**src/hdl/io_schedule_pkg.sv**
```systemverilog
`default_nettype none

package io_schedule_pkg;

	// bus and command widths
	localparam int COMMAND_WIDTH = 128;
	localparam int GC_COMMAND_WIDTH = 29;
	localparam int PADDR_WIDTH = 27;
	localparam int LADDR_WIDTH = 28;
	localparam int DRAM_ADDR_WIDTH = 28;
	localparam int DRAM_IO_WIDTH = 256;
	localparam int NUM_CHANNELS = 8;
	localparam int SLOT_WIDTH = 19;
	localparam int CHAN_WIDTH = $clog2(NUM_CHANNELS);

	// host and gc command fields
	localparam int OPCODE_MSB = 127;
	localparam int OPCODE_LSB = 126;
	localparam int CACHE_SEL_BIT = 125;
	localparam int SLOT_LSB = 32;
	localparam int GC_ERASE_BIT = 28;
	// channel sits above the 24-bit in-channel address
	localparam int CHAN_LSB = 24;

	localparam logic [1:0] OP_READ = 2'b00;
	localparam logic [1:0] OP_WRITE = 2'b01;
	localparam logic [1:0] OP_MOVE = 2'b10;
	localparam logic [1:0] OP_ERASE = 2'b11;

	// write cache regions in dram
	localparam logic [DRAM_ADDR_WIDTH-1:0] CACHE_BASE = 28'h010_0000;
	localparam logic [DRAM_ADDR_WIDTH-1:0] ADDITIONAL_CACHE_BASE = 28'h800_0000;
	localparam int SLOT_SHIFT = 9;
	localparam int DRAM_ADDR_STEP = 8;

	// write burst and back-off sizes
	localparam int BURST_REQUESTS = 4;
	localparam int BEATS_PER_REQUEST = 2;
	localparam int BACKOFF_CYCLES = 64;
	localparam int REQ_CNT_WIDTH = $clog2(BURST_REQUESTS) + 1;
	localparam int BEAT_CNT_WIDTH = $clog2(BURST_REQUESTS * BEATS_PER_REQUEST);
	localparam int BACKOFF_CNT_WIDTH = $clog2(BACKOFF_CYCLES);

	typedef enum logic [2:0] {
		KIND_NONE,
		KIND_READ,
		KIND_WRITE,
		KIND_MOVE,
		KIND_ERASE
	} cmd_kind_t;

endpackage

`default_nettype wire

```
**src/hdl/io_schedule_if.sv**
```systemverilog
`timescale 1ns/10ps
`default_nettype none

// physical address request toward the lookup master
interface lookup_if;
	import io_schedule_pkg::*;

	logic start;
	logic done;
	cmd_kind_t kind;
	logic [LADDR_WIDTH-1:0] laddr;
	logic [PADDR_WIDTH-1:0] paddr0;
	logic [PADDR_WIDTH-1:0] paddr1;

	modport ctrl (output start, input done);
	modport fmt (output kind, laddr, input done, paddr0, paddr1);
	modport port (input start, kind, laddr, output done, paddr0, paddr1);
endinterface

// write data fetch from the dram cache
interface fetch_if;
	import io_schedule_pkg::*;

	logic start;
	logic cache_sel;
	logic [SLOT_WIDTH-1:0] slot;
	logic done;

	modport ctrl (output start, input done);
	modport fmt (output cache_sel, slot);
	modport fetch (input start, cache_sel, slot, output done);
endinterface

`default_nettype wire

```
**src/hdl/sched_ctrl.sv**
```systemverilog
`timescale 1ns/10ps
`default_nettype none

module sched_ctrl (
	input wire clk,
	input wire reset,
	input wire ssd_command_fifo_empty_or_not,
	input wire gc_command_fifo_empty_or_not,
	input wire dram_permit,
	input wire io_schedule_pkg::cmd_kind_t kind,
	input wire chan_ok,
	input wire all_free,
	output logic ssd_command_fifo_out_en,
	output logic gc_command_fifo_out_en,
	output logic load_host,
	output logic load_gc,
	output logic dram_request,
	output logic release_dram,
	output logic check,
	output logic send,
	lookup_if.ctrl lookup,
	fetch_if.ctrl fetch
);
	import io_schedule_pkg::*;

	typedef enum logic [3:0] {
		IDLE, TAKE_HOST, TAKE_GC, LOCK, DECODE, LOOKUP, CHECK, CHECK_WAIT,
		SEND, SENT, FETCH, FETCH_WAIT, BACKOFF_REL, BACKOFF_WAIT, UNLOCK
	} state_t;

	state_t state;
	// where the lock wait resumes once dram is granted
	state_t return_state;
	logic [BACKOFF_CNT_WIDTH-1:0] backoff_cnt;

	always_ff @(posedge clk)
	begin
		if (!reset)
		begin
			state <= IDLE;
			return_state <= DECODE;
			backoff_cnt <= '0;
		end
		else
		begin
			case (state)
				// host only when every channel can take a command
				IDLE:
				begin
					if (!ssd_command_fifo_empty_or_not && all_free)
						state <= TAKE_HOST;
					else if (!gc_command_fifo_empty_or_not)
						state <= TAKE_GC;
				end
				TAKE_HOST, TAKE_GC:
				begin
					return_state <= DECODE;
					state <= LOCK;
				end
				LOCK:
				begin
					if (dram_permit)
						state <= return_state;
				end
				// unknown opcode is dropped
				DECODE:
					state <= (kind == KIND_NONE) ? UNLOCK : LOOKUP;
				LOOKUP:
				begin
					if (lookup.done)
						state <= CHECK;
				end
				CHECK:
					state <= CHECK_WAIT;
				CHECK_WAIT:
					state <= chan_ok ? SEND : BACKOFF_REL;
				SEND:
					state <= SENT;
				SENT:
					state <= (kind == KIND_WRITE) ? FETCH : UNLOCK;
				FETCH:
					state <= FETCH_WAIT;
				FETCH_WAIT:
				begin
					if (fetch.done)
						state <= UNLOCK;
				end
				//////////////////////////////////////////////////////////////////////
				// channel busy, give dram away for a while
				BACKOFF_REL:
				begin
					backoff_cnt <= '0;
					state <= BACKOFF_WAIT;
				end
				BACKOFF_WAIT:
				begin
					backoff_cnt <= backoff_cnt + 1'b1;
					if (backoff_cnt == BACKOFF_CNT_WIDTH'(BACKOFF_CYCLES - 2))
					begin
						return_state <= CHECK;
						state <= LOCK;
					end
				end
				UNLOCK:
					state <= IDLE;
				default:
					state <= IDLE;
			endcase
		end
	end

	// strobes decoded from state
	assign ssd_command_fifo_out_en = (state == TAKE_HOST);
	assign load_host = (state == TAKE_HOST);
	assign gc_command_fifo_out_en = (state == TAKE_GC);
	assign load_gc = (state == TAKE_GC);
	assign dram_request = (state == LOCK);
	assign release_dram = (state == BACKOFF_REL) || (state == UNLOCK);
	assign check = (state == CHECK);
	assign send = (state == SEND);
	assign lookup.start = (state == DECODE) && (kind != KIND_NONE);
	assign fetch.start = (state == FETCH);

endmodule

`default_nettype wire

```
**src/hdl/cmd_format.sv**
```systemverilog
`timescale 1ns/10ps
`default_nettype none

module cmd_format (
	input wire clk,
	input wire reset,
	input wire load_host,
	input wire load_gc,
	input wire [io_schedule_pkg::COMMAND_WIDTH-1:0] ssd_command_fifo_out,
	input wire [io_schedule_pkg::GC_COMMAND_WIDTH-1:0] gc_command_fifo_out,
	output io_schedule_pkg::cmd_kind_t kind,
	output logic [io_schedule_pkg::CHAN_WIDTH-1:0] channel,
	output logic [io_schedule_pkg::COMMAND_WIDTH-1:0] controller_command,
	lookup_if.fmt lookup,
	fetch_if.fmt fetch
);
	import io_schedule_pkg::*;

	logic [COMMAND_WIDTH-1:0] host_cmd;
	logic [GC_COMMAND_WIDTH-1:0] gc_cmd;
	logic [PADDR_WIDTH-1:0] paddr0;
	logic [PADDR_WIDTH-1:0] paddr1;

	always_ff @(posedge clk)
	begin
		if (load_host)
			host_cmd <= ssd_command_fifo_out;
		if (load_gc)
			gc_cmd <= gc_command_fifo_out;
		if (lookup.done)
		begin
			paddr0 <= lookup.paddr0;
			paddr1 <= lookup.paddr1;
		end
	end

	// kind fixed at intake
	always_ff @(posedge clk)
	begin
		if (!reset)
			kind <= KIND_NONE;
		else if (load_host)
		begin
			case (ssd_command_fifo_out[OPCODE_MSB:OPCODE_LSB])
				OP_READ: kind <= KIND_READ;
				OP_WRITE: kind <= KIND_WRITE;
				default: kind <= KIND_NONE;
			endcase
		end
		else if (load_gc)
			kind <= gc_command_fifo_out[GC_ERASE_BIT] ? KIND_ERASE : KIND_MOVE;
	end

	assign lookup.kind = kind;
	assign lookup.laddr = (kind == KIND_MOVE || kind == KIND_ERASE) ?
		gc_cmd[LADDR_WIDTH-1:0] : host_cmd[LADDR_WIDTH-1:0];
	assign fetch.cache_sel = host_cmd[CACHE_SEL_BIT];
	assign fetch.slot = host_cmd[SLOT_LSB +: SLOT_WIDTH];

	// erase targets the gc block address directly
	assign channel = (kind == KIND_ERASE) ?
		gc_cmd[CHAN_LSB +: CHAN_WIDTH] : paddr0[CHAN_LSB +: CHAN_WIDTH];

	always_comb
	begin
		case (kind)
			KIND_READ: controller_command = {host_cmd[COMMAND_WIDTH-1:89], 1'b0,
				paddr0[23:0], host_cmd[63:0]};
			KIND_WRITE: controller_command = {OP_WRITE, host_cmd[CACHE_SEL_BIT], 37'b0,
				paddr0[23:0], host_cmd[63:0]};
			// target above source
			KIND_MOVE: controller_command = {OP_MOVE, 71'b0, paddr1[24:0], 5'b0,
				paddr0[24:0]};
			KIND_ERASE: controller_command = {OP_ERASE, 99'b0, gc_cmd[26:0]};
			default: controller_command = '0;
		endcase
	end

endmodule

`default_nettype wire

```
**src/hdl/chan_select.sv**
```systemverilog
`timescale 1ns/10ps
`default_nettype none

module chan_select (
	input wire clk,
	input wire reset,
	input wire [io_schedule_pkg::CHAN_WIDTH-1:0] channel,
	input wire [io_schedule_pkg::NUM_CHANNELS-1:0] command_available,
	input wire check,
	input wire send,
	input wire [io_schedule_pkg::COMMAND_WIDTH-1:0] controller_command,
	output logic chan_ok,
	output logic all_free,
	output logic [io_schedule_pkg::COMMAND_WIDTH-1:0] controller_command_fifo_in,
	output logic [io_schedule_pkg::NUM_CHANNELS-1:0] controller_command_fifo_in_en,
	output logic [io_schedule_pkg::NUM_CHANNELS-1:0] enable
);
	import io_schedule_pkg::*;

	always_ff @(posedge clk)
	begin
		if (!reset)
		begin
			enable <= '0;
			chan_ok <= 1'b0;
			controller_command_fifo_in_en <= '0;
		end
		else
		begin
			// one-hot select and availability sampled together
			if (check)
			begin
				enable <= NUM_CHANNELS'(1) << channel;
				chan_ok <= command_available[channel];
			end
			controller_command_fifo_in_en <= send ? enable : '0;
		end
	end

	// word stays on the bus until the next send
	always_ff @(posedge clk)
	begin
		if (send)
			controller_command_fifo_in <= controller_command;
	end

	assign all_free = &command_available;

endmodule

`default_nettype wire

```
**src/hdl/addr_lookup.sv**
```systemverilog
`timescale 1ns/10ps
`default_nettype none

module addr_lookup (
	input wire clk,
	input wire reset,
	input wire addr_ack,
	input wire [io_schedule_pkg::PADDR_WIDTH-1:0] addr_paddr0,
	input wire [io_schedule_pkg::PADDR_WIDTH-1:0] addr_paddr1,
	output logic addr_req,
	output logic [1:0] addr_op,
	output logic [io_schedule_pkg::LADDR_WIDTH-1:0] addr_laddr,
	lookup_if.port lookup
);
	import io_schedule_pkg::*;

	typedef enum logic [1:0] {L_IDLE, L_REQ, L_ACK_LOW} lk_state_t;

	lk_state_t state;

	//////////////////////////////////////////////////////////////////////
	// four-phase master
	always_ff @(posedge clk)
	begin
		if (!reset)
		begin
			state <= L_IDLE;
			addr_req <= 1'b0;
			lookup.done <= 1'b0;
		end
		else
		begin
			lookup.done <= 1'b0;
			case (state)
				L_IDLE:
				begin
					if (lookup.start)
					begin
						addr_req <= 1'b1;
						state <= L_REQ;
					end
				end
				L_REQ:
				begin
					if (addr_ack)
					begin
						addr_req <= 1'b0;
						state <= L_ACK_LOW;
					end
				end
				// responder must drop ack before the next request
				L_ACK_LOW:
				begin
					if (!addr_ack)
					begin
						lookup.done <= 1'b1;
						state <= L_IDLE;
					end
				end
				default:
					state <= L_IDLE;
			endcase
		end
	end

	// request fields and returned addresses
	always_ff @(posedge clk)
	begin
		if (state == L_IDLE && lookup.start)
		begin
			addr_laddr <= lookup.laddr;
			case (lookup.kind)
				KIND_WRITE: addr_op <= OP_WRITE;
				KIND_MOVE: addr_op <= OP_MOVE;
				KIND_ERASE: addr_op <= OP_ERASE;
				default: addr_op <= OP_READ;
			endcase
		end
		if (state == L_REQ && addr_ack)
		begin
			lookup.paddr0 <= addr_paddr0;
			lookup.paddr1 <= addr_paddr1;
		end
	end

endmodule

`default_nettype wire

```
**src/hdl/wdata_fetch.sv**
```systemverilog
`timescale 1ns/10ps
`default_nettype none

module wdata_fetch (
	input wire clk,
	input wire reset,
	input wire dram_ready,
	input wire rd_data_valid,
	input wire [io_schedule_pkg::DRAM_IO_WIDTH-1:0] data_from_dram,
	input wire [io_schedule_pkg::NUM_CHANNELS-1:0] enable,
	output logic dram_en,
	output logic [io_schedule_pkg::DRAM_ADDR_WIDTH-1:0] addr_to_dram,
	output logic [io_schedule_pkg::DRAM_IO_WIDTH-1:0] write_data_fifo_in,
	output logic [io_schedule_pkg::NUM_CHANNELS-1:0] write_data_fifo_in_en,
	fetch_if.fetch fetch
);
	import io_schedule_pkg::*;

	logic busy;
	logic [REQ_CNT_WIDTH-1:0] req_cnt;
	logic [BEAT_CNT_WIDTH-1:0] beat_cnt;
	logic [DRAM_ADDR_WIDTH-1:0] start_addr;

	// slot offset into main or additional cache
	assign start_addr = (fetch.cache_sel ? CACHE_BASE : ADDITIONAL_CACHE_BASE) +
		(DRAM_ADDR_WIDTH'(fetch.slot) << SLOT_SHIFT);

	always_ff @(posedge clk)
	begin
		if (!reset)
		begin
			busy <= 1'b0;
			dram_en <= 1'b0;
			req_cnt <= '0;
			beat_cnt <= '0;
			fetch.done <= 1'b0;
			write_data_fifo_in_en <= '0;
		end
		else
		begin
			fetch.done <= 1'b0;
			write_data_fifo_in_en <= '0;
			if (fetch.start)
			begin
				busy <= 1'b1;
				req_cnt <= '0;
				beat_cnt <= '0;
			end
			else if (busy)
			begin
				// one idle cycle between requests
				if (dram_en && dram_ready)
				begin
					dram_en <= 1'b0;
					req_cnt <= req_cnt + 1'b1;
				end
				else if (!dram_en && req_cnt != REQ_CNT_WIDTH'(BURST_REQUESTS))
					dram_en <= 1'b1;
				// beats counted apart from requests
				if (rd_data_valid)
				begin
					write_data_fifo_in_en <= enable;
					beat_cnt <= beat_cnt + 1'b1;
					if (beat_cnt == BEAT_CNT_WIDTH'(BURST_REQUESTS * BEATS_PER_REQUEST - 1))
					begin
						busy <= 1'b0;
						fetch.done <= 1'b1;
					end
				end
			end
		end
	end

	always_ff @(posedge clk)
	begin
		if (fetch.start)
			addr_to_dram <= start_addr;
		else if (dram_en && dram_ready)
			addr_to_dram <= addr_to_dram + DRAM_ADDR_WIDTH'(DRAM_ADDR_STEP);
		if (rd_data_valid)
			write_data_fifo_in <= data_from_dram;
	end

endmodule

`default_nettype wire

```
**src/hdl/io_schedule.sv**
```systemverilog
`timescale 1ns/10ps
`default_nettype none

module io_schedule (
	input wire clk,
	input wire reset,
	input wire ssd_command_fifo_empty_or_not,
	input wire [io_schedule_pkg::COMMAND_WIDTH-1:0] ssd_command_fifo_out,
	output wire ssd_command_fifo_out_en,
	input wire gc_command_fifo_empty_or_not,
	input wire [io_schedule_pkg::GC_COMMAND_WIDTH-1:0] gc_command_fifo_out,
	output wire gc_command_fifo_out_en,
	input wire [io_schedule_pkg::NUM_CHANNELS-1:0] command_available,
	output wire dram_request,
	input wire dram_permit,
	output wire release_dram,
	output wire dram_en,
	output wire [io_schedule_pkg::DRAM_ADDR_WIDTH-1:0] addr_to_dram,
	input wire dram_ready,
	input wire rd_data_valid,
	input wire [io_schedule_pkg::DRAM_IO_WIDTH-1:0] data_from_dram,
	output wire addr_req,
	output wire [1:0] addr_op,
	output wire [io_schedule_pkg::LADDR_WIDTH-1:0] addr_laddr,
	input wire addr_ack,
	input wire [io_schedule_pkg::PADDR_WIDTH-1:0] addr_paddr0,
	input wire [io_schedule_pkg::PADDR_WIDTH-1:0] addr_paddr1,
	output wire [io_schedule_pkg::COMMAND_WIDTH-1:0] controller_command_fifo_in,
	output wire [io_schedule_pkg::NUM_CHANNELS-1:0] controller_command_fifo_in_en,
	output wire [io_schedule_pkg::DRAM_IO_WIDTH-1:0] write_data_fifo_in,
	output wire [io_schedule_pkg::NUM_CHANNELS-1:0] write_data_fifo_in_en
);
	import io_schedule_pkg::*;

	// control to formatter and channel select
	wire load_host;
	wire load_gc;
	wire check;
	wire send;
	wire chan_ok;
	wire all_free;
	cmd_kind_t kind;
	wire [CHAN_WIDTH-1:0] channel;
	wire [COMMAND_WIDTH-1:0] controller_command;
	wire [NUM_CHANNELS-1:0] enable;

	lookup_if lookup ();
	fetch_if fetch ();

	sched_ctrl i_sched_ctrl (.*);

	cmd_format i_cmd_format (.*);

	chan_select i_chan_select (.*);

	addr_lookup i_addr_lookup (.*);

	wdata_fetch i_wdata_fetch (.*);

endmodule

`default_nettype wire

```
**config.mk**
```make
export PLATFORM = sky130hd
export DESIGN_NAME = io_schedule
export DESIGN_NICKNAME = d
export VERILOG_FILES = /design/src/hdl/io_schedule_pkg.sv /design/src/hdl/io_schedule_if.sv /design/src/hdl/sched_ctrl.sv /design/src/hdl/cmd_format.sv /design/src/hdl/chan_select.sv /design/src/hdl/addr_lookup.sv /design/src/hdl/wdata_fetch.sv /design/src/hdl/io_schedule.sv
export SDC_FILE = /design/constraint.sdc
export NUM_CORES = 1
export LEC_CHECK = 0
export BUFFER_PORTS_ARGS = -buffer_cell sky130_fd_sc_hd__buf_2
export CAP_MARGIN = 5
export CORE_AREA = 5 5 368 370
export CTS_CLUSTER_DIAMETER = 60
export DETAILED_ROUTE_END_ITERATION = 7
export DIE_AREA = 0 0 373 375
export PLACE_DENSITY = 0.39
export SLEW_MARGIN = 10
export SYNTH_ARGS = -nofsm -noshare
export SYNTH_HDL_FRONTEND = slang
export SYNTH_SLANG_ARGS = --single-unit
```
**constraint.sdc**
```tcl
create_clock -name clk -period 29.6 [get_ports clk]
set_clock_uncertainty 0.05 [all_clocks]
set_input_delay 5.92 -clock clk [delete_from_list [all_inputs] [get_ports clk]]
set_output_delay 5.92 -clock clk [all_outputs]
set_load 0.005 [all_outputs]
```
-- After elaboration in Yosys (flattened, before gate mapping)
Cells that the tools add are included.
- register bits: 757
- word-level logic and storage cells: 145
- $add $sub $neg: 5
- $lt $le $gt $ge: 1
- equality and inequality tests: 32
- shift-type cells: 1
- mux-type cells: 41
- bitwise logic cells: 4
- reduce and logical (&&, ||, !) cells: 34
- operators by type and width (kind ; count):
    one-hot mux 128 bit (4 select lines) ; 1
    two-way mux 28 bit ; 4
    one-hot mux 4 bit (13 select lines) ; 1
    two-way mux 4 bit ; 8
    adder 28 bit ; 1
    adder 28 x 4 -> 28 bit, second input constant ; 1
    == test 4 bit, second input constant ; 7
    two-way mux 3 bit ; 6
    == test 4 x 3 -> 1 bit, second input constant ; 4
    one-hot mux 2 bit (3 select lines) ; 2
    one-hot mux 6 bit (2 select lines) ; 1
    nonzero test 2 bit ; 6
    two-way mux 1 bit ; 11
    != test 2 x 1 -> 1 bit, second input constant ; 5
    AND reduction 2 bit ; 5
    AND reduction 3 bit ; 3
    == test 4 x 2 -> 1 bit, second input constant ; 2
    one-hot mux 4 bit (2 select lines) ; 1
    AND reduction 8 bit ; 1
    left shift 1 x 3 -> 8 bit, first input constant ; 1
    adder 3 x 1 -> 3 bit, second input constant ; 2
    adder 6 x 1 -> 6 bit, second input constant ; 1
    == test 3 x 2 -> 1 bit, second input constant ; 2
    == test 3 bit, second input constant ; 2
    24 further kinds ; 40

-- Longest topological paths before layout
- word-level depth: 5
- mapped depth: 7
- depth with buffers taken out: 6

-- Cells and area by module
From an unflattened synthesis, not the netlist that was laid out.
- cells, all modules: 1553
- area, all modules: 26810.7 um^2
- by module, submodules not included (module ; times used ; cells an instance ; area each (um^2)):
    wdata_fetch ; 1 ; 490 ; 10002.1
    cmd_format ; 1 ; 641 ; 8655.8
    chan_select ; 1 ; 197 ; 4520.6
    addr_lookup ; 1 ; 104 ; 2721.4
    sched_ctrl ; 1 ; 121 ; 910.9

-- Least setup slack after synthesis
No wires, ideal clock.
- path type: reg-to-output
- from: register i_sched_ctrl.state[3]
- to: output ssd_command_fifo_out_en
- arrival: 7825 ps
- required time: 23630 ps
- path slack: 15805 ps
- cell stages (with the launch flop): 4
- path buffers: 1
- cell sequence: dfxtp_1 > buf_2 > nand2b_1 > nor3_1
- cells in the longest elaborated chain, start to end: 1
- RTL lines (item ; line ; RTL):
    start: declaration ; sched_ctrl.sv:31 ; state_t state;
    start signal: assignment ; sched_ctrl.sv:63 ; state <= return_state;
    start signal: assignment ; sched_ctrl.sv:67 ; state <= (kind == KIND_NONE) ? UNLOCK : LOOKUP;
    start signal: assignment ; sched_ctrl.sv:76 ; state <= chan_ok ? SEND : BACKOFF_REL;
    == test 4 x 1 -> 1 bit ; sched_ctrl.sv:113 ; assign ssd_command_fifo_out_en = (state == TAKE_HOST);
    end: declaration ; io_schedule.sv:9 ; output wire ssd_command_fifo_out_en,
Every way passes these cells.

-- Final worst setup path
- from: register i_sched_ctrl.state[1]
- to: output gc_command_fifo_out_en
- cells in the longest elaborated chain, start to end: 1
- RTL lines (item ; line ; RTL):
    == test 4 x 2 -> 1 bit ; sched_ctrl.sv:115 ; assign gc_command_fifo_out_en = (state == TAKE_GC);
    end: declaration ; io_schedule.sv:12 ; output wire gc_command_fifo_out_en,
Every way passes these cells.

==> results.toml <==
[outcome]
run_status = "finished clean"

[setup_path]
endpoint_kind = "output pin"
path_cells = "nand2b_1 -> nor3_2 -> buf_4 -> buf_2"
critPathMaxFanout = 32
cp.arrival_ns = 2.68
r2r_cells = 4
cp-start-kind = "flop"
r2r-start = "i_sched_ctrl.state[3]"
crit_slowest_cell = "dfxtp_1"
crit_required_ns = 23.63
reg2reg_slack_ns = 26.16
cpPeakStageDelay_ns = 0.79
worstSetupPathType = "reg2out"
worstReg2RegEnd = "i_chan_select.controller_command_fifo_in[46]"

[clock_network]
post_cts_buffers = 0
clockRootBuffer = "clkbuf_16"
cts_buffers = 95
cts.repair.resized = 0
htreeDepth = 3
postCtsHoldBufs = 0
cts_tree = "yes"
cts.clk_slew.worst_paths_ns = 0.06
clkSinkCount = 725
insertion_delay_ns = 0.67
max-clock-path-buffers = 3

[place]
dp_cells = 4024
port-buffer-count = 915
place_hpwl_um = 79700
routabilityCongestion = 0.907

[synthesis]
synth.top_cells.by_count = "673 x edfxtp_1, 97 x and2_1, 77 x nand2_1"
synth_top_area_share = 0.796
yosysTopAreaCell = "edfxtp_1"
async_flop_share = 0
synth-seq-cells = 725
yosysWarnings = 0
ys_seq_area_frac = 0.837
synth_edf_count = 673
synth.most_common_cell = "edfxtp_1"
ys.flop_type = "edfxtp_1"
synth_cell_types = 52
synth.area.top_cells = "edfxtp_1 80%, dfxtp_1 4.1%, mux2_2 2.4%"
synthCells = 1370
synth_area_um2 = 25400
syn_area_per_cell_um2 = 18.5

[sta]
slew_headroom = 0.308
max_freq_ghz = 0.116
finalSetupViolations = 0
tightest_slew_ns = 1.04
rsz0062_at_grt = "no"
finalCritPeriodShare = 0.292
setup_tns_ns = 0
drv_slew = 0
hold_slack_ns = 0.363
period_minus_slack_ns = 8.65
hold_violations = 0

[routing]
drc_errors = 0
wl_per_cell_um = 24.4
num_vias = 16300
final_antenna_net_count = 0
routed_wl_um = 103000
vias_per_cell = 3.87
drt_iter0_markers = 1029
dr.pass1.iters = 5

[min_path]
hold_path_end = "i_cmd_format.paddr1[1]"
holdPathStages = 0
hp-class = "reg2reg"
hp-start = "i_addr_lookup.lookup.paddr1[1]"

[floorplan]
die_x_um = 373
start_util = 0.192
core_area_um2 = 132000
rows = 134
die_y_um = 375
pin_count = 947
die_area_um2 = 140000

[final_layout]
regArea_um2 = 21300
drive_gt1_frac = 0.474
n_fill_cell = 13600
final_cells = 4209
multiInputGateArea_um2 = 3940
syn2layout_area_growth_pct = 39.1
nets = 2845

[pwr]
power_density_nw_per_um2 = 78.8
p_total_w = 0.00278
pwr-share-clk = 0.402
swShare = 0.264
internal_power_w = 0.00205
peakVddDrop_uv = 45.1
comb_power_share = 0.132
seqPwrFrac = 0.466
static-leakage-power_nw = 13.4
switchingPower_w = 0.000736

[global_routing]
grt_max_degree = 82
antenna_found_initial = 47
grtUsageTotal = 0.141
grt_pass1_vias = 17400
overflow = 0
grt_pass1_wl_um = 141000

[job]
drv_cap = 0
-- power by group through the flow --
stage	clock (W)	combinational (W)	sequential [W]
floorplan	0	0.000188	0.00131
global placement	0	0.000378	0.00132
detailed placement	0	0.000382	0.00132
CTS	0.00116	0.000383	0.00130
global route	0.00120	0.000400	0.00131
finish	0.00112	0.000367	0.00130
-- metal layers --
metal,vias up,track usage,wire [µm]
met5,-,0,327
met4,56,0.0531,3940
met3,208,0.0604,9010
met2,707,0.253,53100
met1,8106,0.147,36500
li1,7230,-,-
-- cells in the final DEF (no fill, tap or decap), types with 16 or more instances in the layout --
cell type | synthesis | final
mux2_2 | 54 | 54
dfxtp_1 | 52 | 48
clkinv_1 | 0 | 16
o21ai_0 | 56 | 56
buf_4 | 4 | 23
a21oi_1 | 16 | 16
xor2_1 | 23 | 23
nand2_1 | 77 | 76
a22oi_1 | 30 | 30
buf_2 | 14 | 914
nand3_1 | 38 | 38
clkbuf_1 | 32 | 20
a22o_1 | 28 | 28
edfxtp_1 | 673 | 673
clkbuf_16 | 0 | 98
and2_1 | 97 | 97
nor2_1 | 35 | 32
-- worst max path at each step --
stage / start / to / cells past startpoint
after floorplan: i_sched_ctrl.state[3] / ssd_command_fifo_out_en / 3
after global placement: rd_data_valid / i_wdata_fetch.write_data_fifo_in[156] / 3
after detailed placement: rd_data_valid / i_wdata_fetch.write_data_fifo_in[157] / 3
after CTS: i_sched_ctrl.state[1] / gc_command_fifo_out_en / 4
after global routing: i_sched_ctrl.state[1] / gc_command_fifo_out_en / 4
final: i_sched_ctrl.state[1] / gc_command_fifo_out_en / 4
-- final cells by class --
class | count | area share
Inverter | 7 | 0.000744
Clock buffer | 121 | 0.0728
Sequential cell | 725 | 0.602
Clock inverter | 54 | 0.0146
Timing Repair Buffer | 938 | 0.135
Antenna cell | 10 | 0.000709
Tap cell | 1768 | 0.0627
Multi-Input combinational cell | 586 | 0.112
-- through the flow --
step | area [µm²] | worst slack, ns | util
finish | 35300 | 20.95 | 0.267
global route | 35300 | 20.71 | 0.267
CTS | 35300 | 20.83 | 0.267
detailed placement | 32200 | 21.13 | 0.243
global placement | 32200 | 21.22 | 0.243
floorplan | 25400 | 15.81 | -
-- worst max-delay path, delay by kind of cell, from the launching register on --
kind | cells | cell delay [ns]
and+or+nand+nor | 2 | 0.47
DFF | 1 | 0.79
buffers and inverters | 2 | 0.73
-- flip-flops by register name (all words and copies together), names as in the netlist, 2 cells and up --
register	flops
i_addr_lookup.addr_laddr	28
i_addr_lookup.addr_op	2
i_addr_lookup.lookup.paddr0	27
i_addr_lookup.lookup.paddr1	25
i_addr_lookup.state	2
i_chan_select.controller_command_fifo_in	127
i_chan_select.controller_command_fifo_in_en	8
i_chan_select.enable	8
i_cmd_format.gc_cmd	28
i_cmd_format.host_cmd	103
i_cmd_format.kind	3
i_cmd_format.paddr0	27
i_cmd_format.paddr1	25
i_sched_ctrl.backoff_cnt	6
i_sched_ctrl.state	4
i_wdata_fetch.addr_to_dram	25
i_wdata_fetch.beat_cnt	3
i_wdata_fetch.req_cnt	3
i_wdata_fetch.write_data_fifo_in	256
i_wdata_fetch.write_data_fifo_in_en	8
-- logic make-up (layout without fill, tap and decap cells) --
group / after synthesis / count (layout) / synth area share
other: 1 / 14 / 0.000148
AND/OR/NAND/NOR: 316 / 316 / 0.0657
multiplexers: 64 / 64 / 0.0281
buffers and inverters: 62 / 1120 / 0.0108
AO/OA/AOI/OAI: 159 / 159 / 0.0418
XOR/XNOR: 34 / 34 / 0.0117
adder cells (fa/ha/maj): 9 / 9 / 0.00444
flip-flops: 725 / 725 / 0.837
No activity file was read; power rests on OpenSTA's default activity.
